==> src/design/riscv_branch_cfg.svh <==
`ifndef RISCV_BRANCH_CFG_SVH
`define RISCV_BRANCH_CFG_SVH

// operand and pc width
`define RISCV_XLEN 64

// resolution lanes, power of two
// pointers wrap by plain increment
`define RISCV_BRANCH_LANES 4

// operation tag width
`define RISCV_BRANCH_TAG_W 6

// fixed pc step for a not-taken branch
`define RISCV_BRANCH_PC_STEP 4

`endif

==> src/design/riscv_branch_pkg.sv <==
`include "riscv_branch_cfg.svh"

package riscv_branch_pkg;

    typedef logic [`RISCV_XLEN-1:0] xlen_t;                        // data word or pc
    typedef logic [3:0] branch_cond_t;                             // [3] branch, [2:0] funct3
    typedef logic [`RISCV_BRANCH_TAG_W-1:0] branch_tag_t;
    typedef logic [$clog2(`RISCV_BRANCH_LANES)-1:0] lane_idx_t;    // lane pointer

    // funct3 of the conditional branches, 2 and 3 reserved
    typedef enum logic [2:0] {
        BEQ  = 3'd0,
        BNE  = 3'd1,
        BLT  = 3'd4,
        BGE  = 3'd5,
        BLTU = 3'd6,
        BGEU = 3'd7
    } branch_funct_e;

    typedef struct packed {
        branch_cond_t cond;
        xlen_t        rs1;
        xlen_t        rs2;
        xlen_t        pc;
        xlen_t        imm;         // already sign-extended
        logic         predicted;   // front end guess
        branch_tag_t  tag;
    } branch_op_t;

    typedef struct packed {
        logic         taken;
        logic         mispredict;
        xlen_t        next_pc;
        branch_tag_t  tag;
    } branch_res_t;

    typedef enum logic [1:0] {DISP_IDLE, DISP_ACK} disp_state_e;
    typedef enum logic [1:0] {COLL_IDLE, COLL_REQ, COLL_WAIT_LOW} coll_state_e;

endpackage

==> src/design/riscv_branch.sv <==
`timescale 1ns/1ps

module riscv_branch
(
    input  riscv_branch_pkg::branch_cond_t i_riscv_branch_cond,
    input  riscv_branch_pkg::xlen_t        i_riscv_branch_rs1data,
    input  riscv_branch_pkg::xlen_t        i_riscv_branch_rs2data,
    output logic                           o_riscv_branch_taken
);

    logic eq;                                  // operands equal
    logic lt;                                  // rs1 below rs2, signed or unsigned
    logic is_unsigned;                         // funct3[1] picks unsigned compare
    riscv_branch_pkg::branch_funct_e funct;

    assign is_unsigned = i_riscv_branch_cond[1];
    assign funct = riscv_branch_pkg::branch_funct_e'(i_riscv_branch_cond[2:0]);

    // equality is the same for both flavours
    assign eq = (i_riscv_branch_rs1data == i_riscv_branch_rs2data);

    always_comb
    begin
        if (is_unsigned)
        begin
            lt = (i_riscv_branch_rs1data < i_riscv_branch_rs2data);
        end
        else
        begin
            lt = ($signed(i_riscv_branch_rs1data) < $signed(i_riscv_branch_rs2data));
        end
    end

    always_comb
    begin
        o_riscv_branch_taken = 1'b0;                       // default not taken
        if (i_riscv_branch_cond[3])                        // only real branches
        begin
            case (funct)
                riscv_branch_pkg::BEQ:  o_riscv_branch_taken = eq;
                riscv_branch_pkg::BNE:  o_riscv_branch_taken = ~eq;
                riscv_branch_pkg::BLT:  o_riscv_branch_taken = lt;
                riscv_branch_pkg::BGE:  o_riscv_branch_taken = ~lt;   // ge is not lt
                riscv_branch_pkg::BLTU: o_riscv_branch_taken = lt;
                riscv_branch_pkg::BGEU: o_riscv_branch_taken = ~lt;
                default:                o_riscv_branch_taken = 1'b0;  // reserved 2, 3
            endcase
        end
    end

endmodule

==> src/design/riscv_branch_collect.sv <==
`timescale 1ns/1ps

`include "riscv_branch_cfg.svh"

module riscv_branch_collect
(
    input  logic                                i_clk,
    input  logic                                i_reset,
    input  logic [`RISCV_BRANCH_LANES-1:0]      i_lane_full,
    input  riscv_branch_pkg::branch_res_t       i_lane_res [`RISCV_BRANCH_LANES],
    output logic [`RISCV_BRANCH_LANES-1:0]      o_lane_drain,   // one-hot
    output logic                                o_req,
    output riscv_branch_pkg::branch_res_t       o_res,
    input  logic                                i_ack
);

    riscv_branch_pkg::coll_state_e state;
    riscv_branch_pkg::coll_state_e state_nxt;
    riscv_branch_pkg::lane_idx_t   rd_ptr;
    logic                          start;    // begin a transfer
    logic                          drain;    // sink took the result
    logic                          advance;  // handshake closed

    assign start   = (state == riscv_branch_pkg::COLL_IDLE) && i_lane_full[rd_ptr] && !i_ack;
    assign drain   = (state == riscv_branch_pkg::COLL_REQ) && i_ack;
    assign advance = (state == riscv_branch_pkg::COLL_WAIT_LOW) && !i_ack;

    always_comb
    begin
        o_lane_drain = '0;
        if (drain)
        begin
            o_lane_drain[rd_ptr] = 1'b1;
        end
    end

    assign o_req = (state == riscv_branch_pkg::COLL_REQ);

    always_comb
    begin
        state_nxt = state;
        case (state)
            riscv_branch_pkg::COLL_IDLE:
            begin
                if (start)
                    state_nxt = riscv_branch_pkg::COLL_REQ;
            end
            riscv_branch_pkg::COLL_REQ:
            begin
                if (drain)
                    state_nxt = riscv_branch_pkg::COLL_WAIT_LOW;   // req falls next cycle
            end
            riscv_branch_pkg::COLL_WAIT_LOW:
            begin
                if (advance)
                    state_nxt = riscv_branch_pkg::COLL_IDLE;
            end
            default: state_nxt = riscv_branch_pkg::COLL_IDLE;
        endcase
    end

    always_ff @(posedge i_clk)
    begin
        if (i_reset)
        begin
            state  <= riscv_branch_pkg::COLL_IDLE;
            rd_ptr <= '0;
        end
        else
        begin
            state <= state_nxt;
            if (advance)
                rd_ptr <= rd_ptr + 1'b1;   // next lane in arrival order
        end
    end

    // result held steady through the whole req phase
    always_ff @(posedge i_clk)
    begin
        if (start)
            o_res <= i_lane_res[rd_ptr];
    end

endmodule

==> src/design/riscv_branch_dispatch.sv <==
`timescale 1ns/1ps

`include "riscv_branch_cfg.svh"

module riscv_branch_dispatch
(
    input  logic                                i_clk,
    input  logic                                i_reset,
    input  logic                                i_req,
    input  riscv_branch_pkg::branch_op_t        i_op,
    output logic                                o_ack,
    input  logic [`RISCV_BRANCH_LANES-1:0]      i_lane_full,
    output logic [`RISCV_BRANCH_LANES-1:0]      o_lane_load,   // one-hot
    output riscv_branch_pkg::branch_op_t        o_op          // shared lane bus
);

    riscv_branch_pkg::disp_state_e state;
    riscv_branch_pkg::disp_state_e state_nxt;
    riscv_branch_pkg::lane_idx_t   wr_ptr;
    logic                          load;

    // capture when idle, request up, target lane free
    assign load = (state == riscv_branch_pkg::DISP_IDLE) && i_req && !i_lane_full[wr_ptr];

    always_comb
    begin
        o_lane_load = '0;
        if (load)
        begin
            o_lane_load[wr_ptr] = 1'b1;
        end
    end

    assign o_op  = i_op;                                  // stable while i_req is high
    assign o_ack = (state == riscv_branch_pkg::DISP_ACK); // straight off the state flop

    always_comb
    begin
        state_nxt = state;
        case (state)
            riscv_branch_pkg::DISP_IDLE:
            begin
                if (load)
                begin
                    state_nxt = riscv_branch_pkg::DISP_ACK;
                end
            end
            riscv_branch_pkg::DISP_ACK:
            begin
                if (!i_req)                               // source done, drop ack
                begin
                    state_nxt = riscv_branch_pkg::DISP_IDLE;
                end
            end
            default: state_nxt = riscv_branch_pkg::DISP_IDLE;
        endcase
    end

    always_ff @(posedge i_clk)
    begin
        if (i_reset)
        begin
            state  <= riscv_branch_pkg::DISP_IDLE;
            wr_ptr <= '0;
        end
        else
        begin
            state <= state_nxt;
            if (load)
            begin
                wr_ptr <= wr_ptr + 1'b1;   // wraps, lane count is a power of two
            end
        end
    end

endmodule

==> src/design/riscv_branch_lane.sv <==
`timescale 1ns/1ps

`include "riscv_branch_cfg.svh"

module riscv_branch_lane
(
    input  logic                          i_clk,
    input  logic                          i_reset,
    input  logic                          i_load,     // from dispatcher, one cycle
    input  logic                          i_drain,    // from collector, one cycle
    input  riscv_branch_pkg::branch_op_t  i_op,
    output logic                          o_full,
    output riscv_branch_pkg::branch_res_t o_res
);

    logic                    taken;
    riscv_branch_pkg::xlen_t target;     // pc + imm
    riscv_branch_pkg::xlen_t fall_thru;  // pc + 4
    riscv_branch_pkg::xlen_t next_pc;

    riscv_branch u_cmp
    (
        .i_riscv_branch_cond    (i_op.cond),
        .i_riscv_branch_rs1data (i_op.rs1),
        .i_riscv_branch_rs2data (i_op.rs2),
        .o_riscv_branch_taken   (taken)
    );

    assign target    = i_op.pc + i_op.imm;
    assign fall_thru = i_op.pc + riscv_branch_pkg::xlen_t'(`RISCV_BRANCH_PC_STEP);
    assign next_pc   = taken ? target : fall_thru;

    // occupancy flag
    always_ff @(posedge i_clk)
    begin
        if (i_reset)
        begin
            o_full <= 1'b0;
        end
        else if (i_load)
        begin
            o_full <= 1'b1;      // load wins, never both on one lane
        end
        else if (i_drain)
        begin
            o_full <= 1'b0;
        end
    end

    // resolved result, held until drained
    always_ff @(posedge i_clk)
    begin
        if (i_load)
        begin
            o_res.taken      <= taken;
            o_res.mispredict <= taken ^ i_op.predicted;
            o_res.next_pc    <= next_pc;
            o_res.tag        <= i_op.tag;
        end
    end

endmodule

==> src/design/riscv_branch_unit.sv <==
`timescale 1ns/1ps

`include "riscv_branch_cfg.svh"

module riscv_branch_unit
(
    input  logic                          i_clk,
    input  logic                          i_reset,
    input  logic                          i_req,    // input channel
    input  riscv_branch_pkg::branch_op_t  i_op,
    output logic                          o_ack,
    output logic                          o_req,    // output channel
    output riscv_branch_pkg::branch_res_t o_res,
    input  logic                          i_ack
);

    logic [`RISCV_BRANCH_LANES-1:0] lane_load;
    logic [`RISCV_BRANCH_LANES-1:0] lane_drain;
    logic [`RISCV_BRANCH_LANES-1:0] lane_full;
    riscv_branch_pkg::branch_op_t   lane_op;                          // broadcast to all lanes
    riscv_branch_pkg::branch_res_t  lane_res [`RISCV_BRANCH_LANES];

    riscv_branch_dispatch u_dispatch
    (
        .i_clk       (i_clk),
        .i_reset     (i_reset),
        .i_req       (i_req),
        .i_op        (i_op),
        .o_ack       (o_ack),
        .i_lane_full (lane_full),
        .o_lane_load (lane_load),
        .o_op        (lane_op)
    );

    // identical lanes, filled and drained round robin
    for (genvar g = 0; g < `RISCV_BRANCH_LANES; g++)
    begin : g_lane
        riscv_branch_lane u_lane
        (
            .i_clk   (i_clk),
            .i_reset (i_reset),
            .i_load  (lane_load[g]),
            .i_drain (lane_drain[g]),
            .i_op    (lane_op),
            .o_full  (lane_full[g]),
            .o_res   (lane_res[g])
        );
    end

    riscv_branch_collect u_collect
    (
        .i_clk        (i_clk),
        .i_reset      (i_reset),
        .i_lane_full  (lane_full),
        .i_lane_res   (lane_res),
        .o_lane_drain (lane_drain),
        .o_req        (o_req),
        .o_res        (o_res),
        .i_ack        (i_ack)
    );

endmodule

==> config.mk <==
export PLATFORM = sky130hd
export DESIGN_NAME = riscv_branch_unit
export DESIGN_NICKNAME = d
export VERILOG_FILES = /design/src/design/riscv_branch_pkg.sv /design/src/design/riscv_branch.sv /design/src/design/riscv_branch_collect.sv /design/src/design/riscv_branch_dispatch.sv /design/src/design/riscv_branch_lane.sv /design/src/design/riscv_branch_unit.sv
export VERILOG_INCLUDE_DIRS = /design/src /design/src/design
export SDC_FILE = /design/constraint.sdc
export NUM_CORES = 1
export LEC_CHECK = 0
export BUFFER_PORTS_ARGS = -buffer_cell sky130_fd_sc_hd__buf_2
export CORE_MARGIN = 8
export CORE_UTILIZATION = 35
export CTS_CLUSTER_DIAMETER = 120
export DETAILED_ROUTE_END_ITERATION = 16
export GPL_TIMING_DRIVEN = 0
export REMOVE_ABC_BUFFERS = 1
export SLEW_MARGIN = 30
export SYNTH_ARGS = -nofsm -noshare
export SYNTH_HDL_FRONTEND = slang
export SYNTH_SLANG_ARGS = --single-unit
==> constraint.sdc <==
create_clock -name i_clk -period 8.35 [get_ports i_clk]
set_input_delay 0.4175 -clock i_clk [delete_from_list [all_inputs] [get_ports i_clk]]
set_output_delay 0.4175 -clock i_clk [all_outputs]
set_load 0.02 [all_outputs]
==> results of run 1 <==
## final cells by class
class,count,area share
Tap cell,765,0.03894
Multi-Input combinational cell,1100,0.3579
Timing Repair Buffer,375,0.08683
Inverter,93,0.01420
Clock inverter,17,0.009111
Sequential cell,371,0.4490
Clock buffer,51,0.04281
Antenna cell,12,0.001222
## metal layers
layer / wire (um) / part of all wire / global-route usage
met1: 24420 / 0.42 / 0.2060
met2: 28470 / 0.49 / 0.2941
met3: 3458 / 0.060 / 0.03964
met4: 1525 / 0.026 / 0.04968
met5: 58 / 0.0010 / 0
## kinds of logic after synthesis
family	synth area share
buf+inv	0.02962
xor+xnor	0.05109
flops	0.5407
fa+ha+maj	0.08440
compound gates	0.1075
simple gates	0.09967
mux	0.08703
## layout by cell type (no fill, tap or decap), drive strengths merged, types with 13 or more instances in the layout
master | synthesis | routed
o21ai | 73 | 73
nand3 | 48 | 48
nand4 | 45 | 45
and2 | 14 | 14
and4 | 13 | 13
nand2 | 107 | 107
and3 | 16 | 16
edfxtp | 360 | 360
a21oi | 133 | 133
ha | 136 | 136
xor2 | 51 | 51
inv | 93 | 97
mux4 | 73 | 73
a21o | 52 | 52
buf | 17 | 375
nor2 | 96 | 96
xnor2 | 68 | 68
nor3 | 19 | 19
clkbuf | 45 | 51
## flip-flops by register name, indices dropped and copies added (netlist names)
signal and flops:
g_lane.u_lane.o_res 288, u_collect.state 2, u_dispatch.state 1, u_collect.o_res 72
u_dispatch.wr_ptr 2, u_collect.rd_ptr 2, g_lane.u_lane.o_full 4
## report_power, final
part | total, mW | switching, mW | internal (mW)
Clock | 1.74 | 0.716 | 1.02
Sequential | 2.27 | 0.0326 | 2.24
Combinational | 0.870 | 0.525 | 0.345
Total | 4.88 | 1.27 | 3.61
## worst max path at each step
stage,startpoint,endpoint,slack (ns),cells past startpoint
2_1_floorplan,u_collect.rd_ptr[0]$_SDFFE_PP0P_,u_collect.o_res[0]$_DFFE_PP_,-2.89,3
3_3_place_gp,u_collect.rd_ptr[0]$_SDFFE_PP0P_,u_collect.o_res[21]$_DFFE_PP_,-10.55,3
3_5_place_dp,i_op[71],g_lane[2].u_lane.o_res[66]$_DFFE_PP_,3.31,14
4_1_cts,i_op[71],g_lane[2].u_lane.o_res[66]$_DFFE_PP_,3.88,14
5_1_grt,i_op[71],g_lane[2].u_lane.o_res[66]$_DFFE_PP_,3.66,14
6_report,i_op[71],g_lane[2].u_lane.o_res[66]$_DFFE_PP_,3.90,14
## critical path: stages
cell                        delay, ns
sky130_fd_sc_hd__buf_2           0.10
sky130_fd_sc_hd__ha_1            0.16
sky130_fd_sc_hd__inv_1           0.05
sky130_fd_sc_hd__fa_1            0.41
sky130_fd_sc_hd__nor2b_1         0.21
sky130_fd_sc_hd__o2111ai_1       0.18
sky130_fd_sc_hd__a2111oi_0       0.73
sky130_fd_sc_hd__o2111ai_1       0.28
sky130_fd_sc_hd__a21oi_1         0.28
sky130_fd_sc_hd__o211ai_1        0.24
sky130_fd_sc_hd__o21bai_1        0.66
sky130_fd_sc_hd__a41o_1          0.32
sky130_fd_sc_hd__o41ai_1         0.07
sky130_fd_sc_hd__a221oi_1        0.59
## through the flow
stage | hold slack [ns] | std cells
2_1_floorplan | 0.4677 | 1564
3_3_place_gp | 0.4939 | 2673
3_5_place_dp | 0.5036 | 2704
4_1_cts | 0.04392 | 2772
5_1_grt | 0.05170 | 2778
6_report | 0.07949 | 2784
==> run_summary.xml, run 1 <==
<?xml version="1.0" encoding="UTF-8"?>
<metrics>
  <group name="run_status">
    <metric name="outcome" unit="">complete, no violations</metric>
  </group>
  <group name="floorplanning">
    <metric name="core_area" unit="um^2">57700</metric>
    <metric name="initial_core_util" unit="">0.3536</metric>
    <metric name="dieArea" unit="um^2">66270</metric>
    <metric name="ios" unit="">345</metric>
    <metric name="die_w" unit="um">257.4</metric>
    <metric name="row_count" unit="">88</metric>
    <metric name="chipHeight" unit="um">257.4</metric>
  </group>
  <group name="cts">
    <metric name="post_cts_setup_buffer_count" unit="">0</metric>
    <metric name="worstSkewPairLatency" unit="ns">0.55</metric>
    <metric name="cts_repair_resized_insts" unit="">0</metric>
    <metric name="numCtsBuffers" unit="">40</metric>
    <metric name="cts_tree" unit="">done</metric>
    <metric name="htree_levels" unit="">2</metric>
    <metric name="max-clock-path-buffers" unit="">3</metric>
    <metric name="clock-sinks" unit="">371</metric>
    <metric name="cts_hold_repair.buffers" unit="">0</metric>
    <metric name="cts.root.buffer_cell" unit="">sky130_fd_sc_hd__clkbuf_16</metric>
    <metric name="worst_setup_hold_path_clk_slew" unit="ns">0.06</metric>
  </group>
  <group name="setup_path">
    <metric name="worst_r2r_startpoint" unit="">u_collect.rd_ptr[0]$_SDFFE_PP0P_</metric>
    <metric name="setup.reg_to_reg.worst_slack" unit="ns">4.78</metric>
    <metric name="worst_r2r_path_depth" unit="">12</metric>
    <metric name="startpoint_type" unit="">input port</metric>
    <metric name="timing.rr.end" unit="">u_collect.o_res[29]$_DFFE_PP_</metric>
    <metric name="timing.critical_path.required" unit="ns">8.60</metric>
    <metric name="cp_max_fo" unit="">6</metric>
    <metric name="worstSetupEndpointType" unit="">flip-flop</metric>
    <metric name="criticalPathCategory" unit="">in -&gt; reg</metric>
    <metric name="critical_path_arrival" unit="ns">4.69</metric>
  </group>
  <group name="cells_and_area">
    <metric name="finish.net_count" unit="">2389</metric>
    <metric name="multi_input_area" unit="um^2">8797</metric>
    <metric name="final_core_utilization" unit="">0.4261</metric>
    <metric name="layout_cell_share_with_drive_strength_beyond_1" unit="">0.2651</metric>
    <metric name="fillers" unit="">5421</metric>
    <metric name="area_growth" unit="%">20.50</metric>
    <metric name="post-route-cell-area" unit="um^2">24580</metric>
    <metric name="seq_area" unit="um^2">11040</metric>
  </group>
  <group name="sta">
    <metric name="skew" unit="ns">0.01759</metric>
    <metric name="worst_slack" unit="ns">3.905</metric>
    <metric name="unrepaired_setup_endpoints_after_global_routing" unit="">false</metric>
    <metric name="final-hold-violation-count" unit="">0</metric>
    <metric name="min_period" unit="ns">4.445</metric>
    <metric name="setup-tns-final" unit="ns">0</metric>
    <metric name="timing_worst_slew_pin_value" unit="ns">0.9064</metric>
    <metric name="slew_viol_final" unit="">0</metric>
    <metric name="timing.slew.headroom" unit="">0.3901</metric>
    <metric name="final_min_period_over_clock_period" unit="">0.5323</metric>
    <metric name="setup_viol" unit="">0</metric>
    <metric name="max_freq" unit="MHz">225.0</metric>
  </group>
  <group name="route">
    <metric name="wl_final" unit="mm">57.94</metric>
    <metric name="antenna_violating_nets_post_route" unit="">0</metric>
    <metric name="detail_route.wl_per_cell" unit="um">20.81</metric>
    <metric name="drt_pass_1_iters" unit="">5</metric>
    <metric name="initial_drc_count" unit="">876</metric>
    <metric name="drt-vias-per-instance" unit="">5.180</metric>
    <metric name="route.detailed.drc" unit="">0</metric>
    <metric name="via_count" unit="">14420</metric>
  </group>
  <group name="synth">
    <metric name="yosysSeqAreaShare" unit="">0.5407</metric>
    <metric name="predominant_post_synthesis_flop_cell" unit="">sky130_fd_sc_hd__edfxtp_1</metric>
    <metric name="ys_async_sr_fraction" unit="">0</metric>
    <metric name="synth.lib_cells_used.distinct" unit="">71</metric>
    <metric name="synth.yosys.warnings" unit="">0</metric>
    <metric name="synth-edff-count" unit="">360</metric>
    <metric name="synth_most_common_cell" unit="">sky130_fd_sc_hd__edfxtp_1</metric>
    <metric name="synth_area_leader_cell" unit="">sky130_fd_sc_hd__edfxtp_1</metric>
    <metric name="synth_area_per_inst" unit="um^2">12.55</metric>
    <metric name="synth_cells" unit="">1626</metric>
    <metric name="synth.cells.most_frequent" unit="">sky130_fd_sc_hd__edfxtp_1, sky130_fd_sc_hd__ha_1, sky130_fd_sc_hd__a21oi_1</metric>
    <metric name="synth_area_leaders" unit="">sky130_fd_sc_hd__edfxtp_1, sky130_fd_sc_hd__ha_1, sky130_fd_sc_hd__mux4_2</metric>
    <metric name="synthDominantCellAreaShare" unit="">0.5299</metric>
    <metric name="netlist_area" unit="um^2">20400</metric>
    <metric name="ys_ff_latch" unit="">371</metric>
  </group>
  <group name="hold_path">
    <metric name="min_to" unit="">g_lane[1].u_lane.o_res[4]$_DFFE_PP_</metric>
    <metric name="start_point_of_the_worst_min_delay_path" unit="">i_op[4]</metric>
    <metric name="hold-path-cell-count" unit="">1</metric>
    <metric name="worst_hold_path_type" unit="">in -&gt; reg</metric>
  </group>
  <group name="global_routing">
    <metric name="antenna_found_initial" unit="">14</metric>
    <metric name="first_pass_grt_wire_length" unit="mm">87.67</metric>
    <metric name="first_global_vias" unit="">15000</metric>
    <metric name="grt_remaining_overflow" unit="">0</metric>
    <metric name="grt_max_degree" unit="">53</metric>
    <metric name="grtUsageTotal" unit="">0.1686</metric>
  </group>
  <group name="placement">
    <metric name="io_buffer_count" unit="">344</metric>
    <metric name="placement.cell_area" unit="um^2">23270</metric>
    <metric name="preCtsSetupSlack" unit="ns">3.311</metric>
    <metric name="place_congestion" unit="">0.9076</metric>
    <metric name="dpl.hpwl" unit="mm">45.75</metric>
  </group>
  <group name="power">
    <metric name="powerDensity" unit="nW/um^2">198.6</metric>
    <metric name="fin_total_pwr" unit="mW">4.882</metric>
    <metric name="vdd_drop_max" unit="mV">0.1295</metric>
    <metric name="leakage" unit="nW">9.506</metric>
  </group>
  <group name="flow_run">
    <metric name="max-cap-violations" unit="">0</metric>
  </group>
</metrics>
Power figures use the tool's default switching activity.
==> run 2, diff against run 1 <==
--- a/config.mk
+++ b/config.mk
@@ -6,6 +6,7 @@
 export SDC_FILE = /design/constraint.sdc
 export NUM_CORES = 1
 export LEC_CHECK = 0
+export ABC_AREA = 1
 export BUFFER_PORTS_ARGS = -buffer_cell sky130_fd_sc_hd__buf_2
 export CORE_MARGIN = 8
 export CORE_UTILIZATION = 35
==> constraint.sdc (replaced) <==
create_clock -name i_clk -period 4 [get_ports i_clk]
set_input_delay 0.2 -clock i_clk [delete_from_list [all_inputs] [get_ports i_clk]]
set_output_delay 0.2 -clock i_clk [all_outputs]
set_load 0.02 [all_outputs]
==> run 2 against run 1 <==
- worst hold slack better by 0.035 ns
- count of clock-buffer cells in the layout down 8
- critical path depth down 6
- wire length up 29%
- synthesized cell count is 65% higher
- worst setup slack lost 3.1 ns
==> run_summary.xml, run 2 <==
<?xml version="1.0" encoding="UTF-8"?>
<metrics>
  <group name="placement">
    <metric name="io_buffer_count" unit="">344</metric>
    <metric name="placement.cell_area" unit="um^2">25590</metric>
    <metric name="place_congestion" unit="">0.9770</metric>
    <metric name="preCtsSetupSlack" unit="ns">0.7778</metric>
    <metric name="dpl.hpwl" unit="mm">59.44</metric>
  </group>
  <group name="synth">
    <metric name="synth.yosys.warnings" unit="">0</metric>
    <metric name="synth_area_leader_cell" unit="">sky130_fd_sc_hd__edfxtp_1</metric>
    <metric name="synth_area_per_inst" unit="um^2">8.429</metric>
    <metric name="synth.lib_cells_used.distinct" unit="">40</metric>
    <metric name="synth_cells" unit="">2690</metric>
    <metric name="netlist_area" unit="um^2">22670</metric>
    <metric name="yosysSeqAreaShare" unit="">0.4865</metric>
    <metric name="synth.cells.most_frequent" unit="">sky130_fd_sc_hd__nand2_1, sky130_fd_sc_hd__nor2_1, sky130_fd_sc_hd__edfxtp_1</metric>
    <metric name="synth_most_common_cell" unit="">sky130_fd_sc_hd__nand2_1</metric>
    <metric name="ys_async_sr_fraction" unit="">0</metric>
    <metric name="synth-edff-count" unit="">360</metric>
    <metric name="synth_area_leaders" unit="">sky130_fd_sc_hd__edfxtp_1, sky130_fd_sc_hd__nand2_1, sky130_fd_sc_hd__ha_1</metric>
    <metric name="predominant_post_synthesis_flop_cell" unit="">sky130_fd_sc_hd__edfxtp_1</metric>
    <metric name="synthDominantCellAreaShare" unit="">0.4768</metric>
    <metric name="ys_ff_latch" unit="">371</metric>
  </group>
  <group name="setup_path">
    <metric name="criticalPathCategory" unit="">reg -&gt; reg</metric>
    <metric name="worst_r2r_path_depth" unit="">8</metric>
    <metric name="cp_max_fo" unit="">72</metric>
    <metric name="timing.critical_path.required" unit="ns">4.25</metric>
    <metric name="worstSetupEndpointType" unit="">flip-flop</metric>
    <metric name="critical_path_arrival" unit="ns">3.47</metric>
    <metric name="startpoint_type" unit="">flip-flop</metric>
  </group>
  <group name="cells_and_area">
    <metric name="fillers" unit="">6559</metric>
    <metric name="post-route-cell-area" unit="um^2">27030</metric>
    <metric name="most_frequent_cells_in_the_layout" unit="">sky130_fd_sc_hd__nand2_1, sky130_fd_sc_hd__nor2_1, sky130_fd_sc_hd__edfxtp_1</metric>
    <metric name="number_of_flip_flops_in_the_largest_register" unit="">288</metric>
    <metric name="finish.net_count" unit="">3443</metric>
    <metric name="commonest_non_fill_non_tap_cell_in_the_layout" unit="">sky130_fd_sc_hd__nand2_1</metric>
    <metric name="final_core_utilization" unit="">0.4208</metric>
    <metric name="biggestRegsByFlops" unit="">g_lane.u_lane.o_res: 288 flops, u_collect.o_res: 72 flops, g_lane.u_lane.o_full: 4 flops</metric>
    <metric name="register_containing_the_most_flip_flops_in_the_final_layout" unit="">g_lane.u_lane.o_res</metric>
    <metric name="area_growth" unit="%">19.21</metric>
    <metric name="layout_cell_share_with_drive_strength_beyond_1" unit="">0.1469</metric>
  </group>
  <group name="route">
    <metric name="detail_route.wl_per_cell" unit="um">19.06</metric>
    <metric name="wl_final" unit="mm">74.83</metric>
    <metric name="drt-vias-per-instance" unit="">5.000</metric>
    <metric name="initial_drc_count" unit="">1460</metric>
    <metric name="antenna_violating_nets_post_route" unit="">0</metric>
    <metric name="via_count" unit="">19630</metric>
    <metric name="route.detailed.drc" unit="">0</metric>
    <metric name="drt_pass_1_iters" unit="">6</metric>
  </group>
  <group name="cts">
    <metric name="cts.root.buffer_cell" unit="">sky130_fd_sc_hd__clkbuf_16</metric>
    <metric name="htree_levels" unit="">2</metric>
    <metric name="post_cts_setup_buffer_count" unit="">0</metric>
    <metric name="cts_tree" unit="">done</metric>
    <metric name="clock-sinks" unit="">371</metric>
    <metric name="numCtsBuffers" unit="">38</metric>
    <metric name="worstSkewPairLatency" unit="ns">0.56</metric>
    <metric name="cts_repair_resized_insts" unit="">0</metric>
    <metric name="max-clock-path-buffers" unit="">3</metric>
    <metric name="cts_hold_repair.buffers" unit="">14</metric>
    <metric name="worst_setup_hold_path_clk_slew" unit="ns">0.06</metric>
  </group>
  <group name="global_routing">
    <metric name="grt_remaining_overflow" unit="">0</metric>
    <metric name="grtUsageTotal" unit="">0.1966</metric>
    <metric name="first_global_vias" unit="">19060</metric>
    <metric name="first_pass_grt_wire_length" unit="mm">111.9</metric>
    <metric name="grt_max_degree" unit="">79</metric>
    <metric name="antenna_found_initial" unit="">5</metric>
  </group>
  <group name="floorplanning">
    <metric name="core_area" unit="um^2">64230</metric>
    <metric name="dieArea" unit="um^2">73180</metric>
    <metric name="die_w" unit="um">270.5</metric>
    <metric name="chipHeight" unit="um">270.5</metric>
    <metric name="ios" unit="">345</metric>
    <metric name="initial_core_util" unit="">0.3530</metric>
    <metric name="row_count" unit="">93</metric>
  </group>
  <group name="sta">
    <metric name="min_period" unit="ns">3.218</metric>
    <metric name="final-hold-violation-count" unit="">0</metric>
    <metric name="setup_viol" unit="">0</metric>
    <metric name="skew" unit="ns">0.01586</metric>
    <metric name="timing_worst_slew_pin_value" unit="ns">1.020</metric>
    <metric name="timing.slew.headroom" unit="">0.3137</metric>
    <metric name="max_freq" unit="MHz">310.8</metric>
    <metric name="slew_viol_final" unit="">0</metric>
    <metric name="finalHoldWorstSlack" unit="ns">0.1142</metric>
    <metric name="worst_slack" unit="ns">0.7823</metric>
    <metric name="final_min_period_over_clock_period" unit="">0.8044</metric>
    <metric name="unrepaired_setup_endpoints_after_global_routing" unit="">false</metric>
  </group>
  <group name="power">
    <metric name="fin_total_pwr" unit="mW">10.61</metric>
    <metric name="leakage" unit="nW">11.60</metric>
    <metric name="vdd_drop_max" unit="mV">0.2678</metric>
    <metric name="powerDensity" unit="nW/um^2">392.5</metric>
  </group>
  <group name="hold_path">
    <metric name="hold-path-cell-count" unit="">4</metric>
    <metric name="worst_hold_path_type" unit="">in -&gt; reg</metric>
  </group>
  <group name="flow_run">
    <metric name="max-cap-violations" unit="">0</metric>
  </group>
  <group name="run_status">
    <metric name="outcome" unit="">complete, no violations</metric>
  </group>
</metrics>
==> run 2: cell types whose count changed after synthesis, sizes merged, moves of 73 or more <==
cell / change
nand3: +109
o21ai: +123
nor2: +279
nand2: +521
mux4: -73
inv: +244
==> run 2: logic make-up after synthesis <==
family / count (synthesis) / share of synthesized area
adder cells (fa/ha/maj): 137 / 0.07593
AO/OA/AOI/OAI: 420 / 0.09994
XOR/XNOR: 99 / 0.03824
AND/OR/NAND/NOR: 1255 / 0.2281
buffers and inverters: 408 / 0.07124
flip-flops: 371 / 0.4865
==> run 2: per-layer routing <==
| metal | track usage | share of wire |
|---|---|---|
| met4 | 0.07312 | 0.038 |
| met1 | 0.2474 | 0.41 |
| met3 | 0.03158 | 0.062 |
| met2 | 0.3375 | 0.49 |
| met5 | 0 | 0 |
==> run 2: where the power goes <==
part | total, mW | switching (mW) | internal [mW] | leakage, nW
Clock | 3.62 | 1.49 | 2.12 | 0.624
Combinational | 2.19 | 1.49 | 0.698 | 7.60
Sequential | 4.80 | 0.0722 | 4.73 | 3.38
Total | 10.6 | 3.05 | 7.55 | 11.6
==> run 2: critical path: stages (launching register included) <==
cell and delay, ns:
sky130_fd_sc_hd__dfxtp_4 0.48, sky130_fd_sc_hd__buf_12 0.24, sky130_fd_sc_hd__inv_8 0.33, sky130_fd_sc_hd__nand2_1 0.09, sky130_fd_sc_hd__a2111o_1 0.46, sky130_fd_sc_hd__a31oi_4 0.46, sky130_fd_sc_hd__buf_8 0.26, sky130_fd_sc_hd__buf_8 0.21
sky130_fd_sc_hd__buf_8 0.21
==> run 2: path summary, 6_finish.rpt <==
kind / slack [ns] / endpoint / from
max: 0.78 / u_collect.o_res[68]$_DFFE_PP_ / u_collect.rd_ptr[0]$_SDFFE_PP0P_
min: 0.11 / g_lane[1].u_lane.o_res[8]$_DFFE_PP_ / i_op[73]
max reg2reg: 0.78 / u_collect.o_res[68]$_DFFE_PP_ / u_collect.rd_ptr[0]$_SDFFE_PP0P_
min reg2reg: 0.47 / g_lane[2].u_lane.o_full$_SDFFE_PP0P_ / g_lane[2].u_lane.o_full$_SDFFE_PP0P_
==> run 2: area by class of cell <==
type	instances	area [um^2]	area share
antenna	6	15.01	0.0005555
clock buffer	43	991.0	0.03666
clock inverter	26	290.3	0.01074
inverter	337	1295	0.04791
multi-input combinational	1911	10070	0.3726
sequential	371	11040	0.4084
tap	855	1070	0.03958
timing repair buffer	376	2260	0.08360
==> run 2: metrics by stage <==
stage | std cells | setup TNS, ns
global placement | 3818 | -2390.69
global route | 3922 | 0
detailed placement | 3836 | 0
finish | 3925 | 0
floorplan | 2619 | -623.47
CTS | 3919 | 0
==> run 3, diff against run 2 <==
==> constraint.sdc (replaced) <==
create_clock -name i_clk -period 2.8 [get_ports i_clk]
set_input_delay 0.14 -clock i_clk [delete_from_list [all_inputs] [get_ports i_clk]]
set_output_delay 0.14 -clock i_clk [all_outputs]
set_load 0.02 [all_outputs]
==> run 3 against run 2 <==
- power up 43%
- combinational power up 43%
- first-iteration DRC count up 0.48%
- core utilization up 0.092 points
- count of clock-buffer cells in the layout unchanged
- final cell count about the same
- die area unchanged
- non-clock buffer count up 2
- critical path depth unchanged
- wire length up 0.34%
==> run_summary.xml, run 3 (synthesis results as in run 2) <==
<?xml version="1.0" encoding="UTF-8"?>
<metrics>
  <group name="run_status">
    <metric name="outcome" unit="">complete, no violations</metric>
  </group>
  <group name="global_routing">
    <metric name="grt_remaining_overflow" unit="">0</metric>
    <metric name="grt_max_degree" unit="">79</metric>
    <metric name="first_global_vias" unit="">19050</metric>
    <metric name="antenna_found_initial" unit="">5</metric>
    <metric name="grtUsageTotal" unit="">0.1966</metric>
    <metric name="first_pass_grt_wire_length" unit="mm">111.9</metric>
  </group>
  <group name="sta">
    <metric name="unrepaired_setup_endpoints_after_global_routing" unit="">false</metric>
    <metric name="skew" unit="ns">0.01632</metric>
    <metric name="final-hold-violation-count" unit="">0</metric>
    <metric name="slew_viol_final" unit="">0</metric>
    <metric name="setup-tns-final" unit="ns">0</metric>
    <metric name="timing_worst_slew_pin_value" unit="ns">0.9978</metric>
    <metric name="timing.slew.headroom" unit="">0.3286</metric>
    <metric name="max_freq" unit="MHz">375.2</metric>
    <metric name="setup_viol" unit="">0</metric>
    <metric name="min_period" unit="ns">2.665</metric>
    <metric name="final_min_period_over_clock_period" unit="">0.9520</metric>
  </group>
  <group name="cells_and_area">
    <metric name="register_containing_the_most_flip_flops_in_the_final_layout" unit="">g_lane.u_lane.o_res</metric>
    <metric name="commonest_non_fill_non_tap_cell_in_the_layout" unit="">sky130_fd_sc_hd__nand2_1</metric>
    <metric name="number_of_flip_flops_in_the_largest_register" unit="">288</metric>
    <metric name="area_growth" unit="%">19.47</metric>
    <metric name="multi_input_area" unit="um^2">10070</metric>
    <metric name="most_frequent_cells_in_the_layout" unit="">sky130_fd_sc_hd__nand2_1, sky130_fd_sc_hd__nor2_1, sky130_fd_sc_hd__edfxtp_1</metric>
    <metric name="post-route-cell-area" unit="um^2">27090</metric>
    <metric name="layout_cell_share_with_drive_strength_beyond_1" unit="">0.1481</metric>
    <metric name="seq_area" unit="um^2">11040</metric>
    <metric name="fillers" unit="">6555</metric>
    <metric name="finish.net_count" unit="">3445</metric>
    <metric name="biggestRegsByFlops" unit="">g_lane.u_lane.o_res: 288 flops, u_collect.o_res: 72 flops, g_lane.u_lane.o_full: 4 flops</metric>
    <metric name="final_core_utilization" unit="">0.4217</metric>
  </group>
  <group name="cts">
    <metric name="worst_setup_hold_path_clk_slew" unit="ns">0.06</metric>
    <metric name="numCtsBuffers" unit="">38</metric>
    <metric name="worstSkewPairLatency" unit="ns">0.56</metric>
    <metric name="max-clock-path-buffers" unit="">3</metric>
    <metric name="htree_levels" unit="">2</metric>
    <metric name="cts_tree" unit="">done</metric>
    <metric name="cts.root.buffer_cell" unit="">sky130_fd_sc_hd__clkbuf_16</metric>
    <metric name="clock-sinks" unit="">371</metric>
  </group>
  <group name="hold_path">
    <metric name="worst_hold_path_type" unit="">in -&gt; reg</metric>
  </group>
  <group name="setup_path">
    <metric name="setup.worst_path.start" unit="">u_collect.rd_ptr[0]$_SDFFE_PP0P_</metric>
    <metric name="timing.critical_path.required" unit="ns">3.05</metric>
    <metric name="timing.critical_path.slowest_stage_cell" unit="">sky130_fd_sc_hd__dfxtp_4</metric>
    <metric name="worst_r2r_path_depth" unit="">8</metric>
    <metric name="startpoint_type" unit="">flip-flop</metric>
    <metric name="cp_max_fo" unit="">72</metric>
    <metric name="critical_path.cell_chain" unit="">buf_12, clkinv_16, nand2_1, a2111o_1, a31oi_4, buf_8, buf_8, buf_8</metric>
    <metric name="slowest_delay" unit="ns">0.45</metric>
    <metric name="critical_path_arrival" unit="ns">2.91</metric>
    <metric name="critical_path.most_common_cell" unit="">sky130_fd_sc_hd__buf_8</metric>
    <metric name="crit_path_to" unit="">u_collect.o_res[68]$_DFFE_PP_</metric>
    <metric name="timing.rr.end" unit="">u_collect.o_res[68]$_DFFE_PP_</metric>
    <metric name="worst_r2r_startpoint" unit="">u_collect.rd_ptr[0]$_SDFFE_PP0P_</metric>
    <metric name="worstSetupEndpointType" unit="">flip-flop</metric>
    <metric name="criticalPathCategory" unit="">reg -&gt; reg</metric>
    <metric name="worst_path_depth" unit="">8</metric>
    <metric name="setup.reg_to_reg.worst_slack" unit="ns">0.13</metric>
    <metric name="critPathBufInv" unit="">5</metric>
    <metric name="crit_family" unit="">buffers and inverters</metric>
  </group>
  <group name="floorplanning">
    <metric name="dieArea" unit="um^2">73180</metric>
    <metric name="die_w" unit="um">270.5</metric>
    <metric name="initial_core_util" unit="">0.3530</metric>
    <metric name="core_area" unit="um^2">64230</metric>
    <metric name="chipHeight" unit="um">270.5</metric>
    <metric name="row_count" unit="">93</metric>
    <metric name="ios" unit="">345</metric>
  </group>
  <group name="placement">
    <metric name="dpl.hpwl" unit="mm">59.44</metric>
    <metric name="placement.cell_area" unit="um^2">25590</metric>
    <metric name="place_congestion" unit="">0.9770</metric>
    <metric name="io_buffer_count" unit="">344</metric>
  </group>
  <group name="route">
    <metric name="antenna_violating_nets_post_route" unit="">0</metric>
    <metric name="route.detailed.drc" unit="">0</metric>
    <metric name="detail_route.wl_per_cell" unit="um">19.12</metric>
    <metric name="drt-vias-per-instance" unit="">4.990</metric>
    <metric name="drt_pass_1_iters" unit="">8</metric>
    <metric name="initial_drc_count" unit="">1467</metric>
    <metric name="via_count" unit="">19600</metric>
    <metric name="wl_final" unit="mm">75.08</metric>
  </group>
  <group name="power">
    <metric name="vdd_drop_max" unit="mV">0.3831</metric>
    <metric name="fin_total_pwr" unit="mW">15.16</metric>
    <metric name="powerDensity" unit="nW/um^2">559.7</metric>
    <metric name="leakage" unit="nW">11.63</metric>
  </group>
  <group name="flow_run">
    <metric name="max-cap-violations" unit="">0</metric>
  </group>
</metrics>
[run 3: power by group]
| group | leakage (nW) | internal (mW) | switching (mW) |
|---|---|---|---|
| combinational | 7.62 | 1.00 | 2.12 |
| clock | 0.624 | 3.03 | 2.14 |
| sequential | 3.38 | 6.76 | 0.102 |
| total | 11.6 | 10.8 | 4.37 |
[run 3: stage by stage]
stage / hold slack, ns / worst slack, ns / cells
floorplan: 0.2091 / -5.712 / 2619
global placement: 0.3605 / -11.40 / 3818
detailed placement: 0.3610 / -0.4222 / 3836
CTS: 0.03958 / 0.02374 / 3920
global route: 0.09664 / 0.01096 / 3924
finish: 0.05283 / 0.1345 / 3927
[run 3: repair_timing]
action,in CTS,in global routing
cloned,0,0
hold buffers,14,0
endpoints found under the setup margin,34,33
gates resized for setup,2,3
setup buffers,1,1
hold endpoints to repair,47,0
[run 3: tightest hold or removal path: stages]
cell and delay, ns:
sky130_fd_sc_hd__buf_2 0.13, sky130_fd_sc_hd__inv_1 0.06, sky130_fd_sc_hd__nand2_1 0.05, sky130_fd_sc_hd__nand2_1 0.11
[run 3: worst min path at each step]
stage / from / cells past startpoint / slack (ns) / endpoint
final: i_op[73] / 4 / 0.05 / g_lane[1].u_lane.o_res[8]$_DFFE_PP_
after global routing: i_op[73] / 4 / 0.1 / g_lane[1].u_lane.o_res[8]$_DFFE_PP_
after CTS: i_op[73] / 4 / 0.04 / g_lane[1].u_lane.o_res[8]$_DFFE_PP_
after detailed placement: i_op[1] / 1 / 0.36 / g_lane[0].u_lane.o_res[1]$_DFFE_PP_
after global placement: i_op[3] / 1 / 0.36 / g_lane[2].u_lane.o_res[3]$_DFFE_PP_
after floorplan: i_reset / 1 / 0.21 / g_lane[0].u_lane.o_full$_SDFFE_PP0P_
[run 3: layout make-up]
class | count | area share
Multi-Input combinational cell | 1911 | 0.3719
Tap cell | 855 | 0.03949
Clock buffer | 43 | 0.03658
Inverter | 337 | 0.04850
Antenna cell | 6 | 0.0005543
Clock inverter | 26 | 0.01072
Sequential cell | 371 | 0.4075
Timing Repair Buffer | 378 | 0.08472
[run 3: routing by layer]
| layer | global-route usage | wire (um) | vias up |
|---|---|---|---|
| met5 | 0 | 0 | - |
| met4 | 0.07312 | 2803 | 0 |
| met3 | 0.03158 | 4948 | 130 |
| met2 | 0.3377 | 36630 | 604 |
| met1 | 0.2475 | 30700 | 9129 |
| li1 | - | - | 9732 |
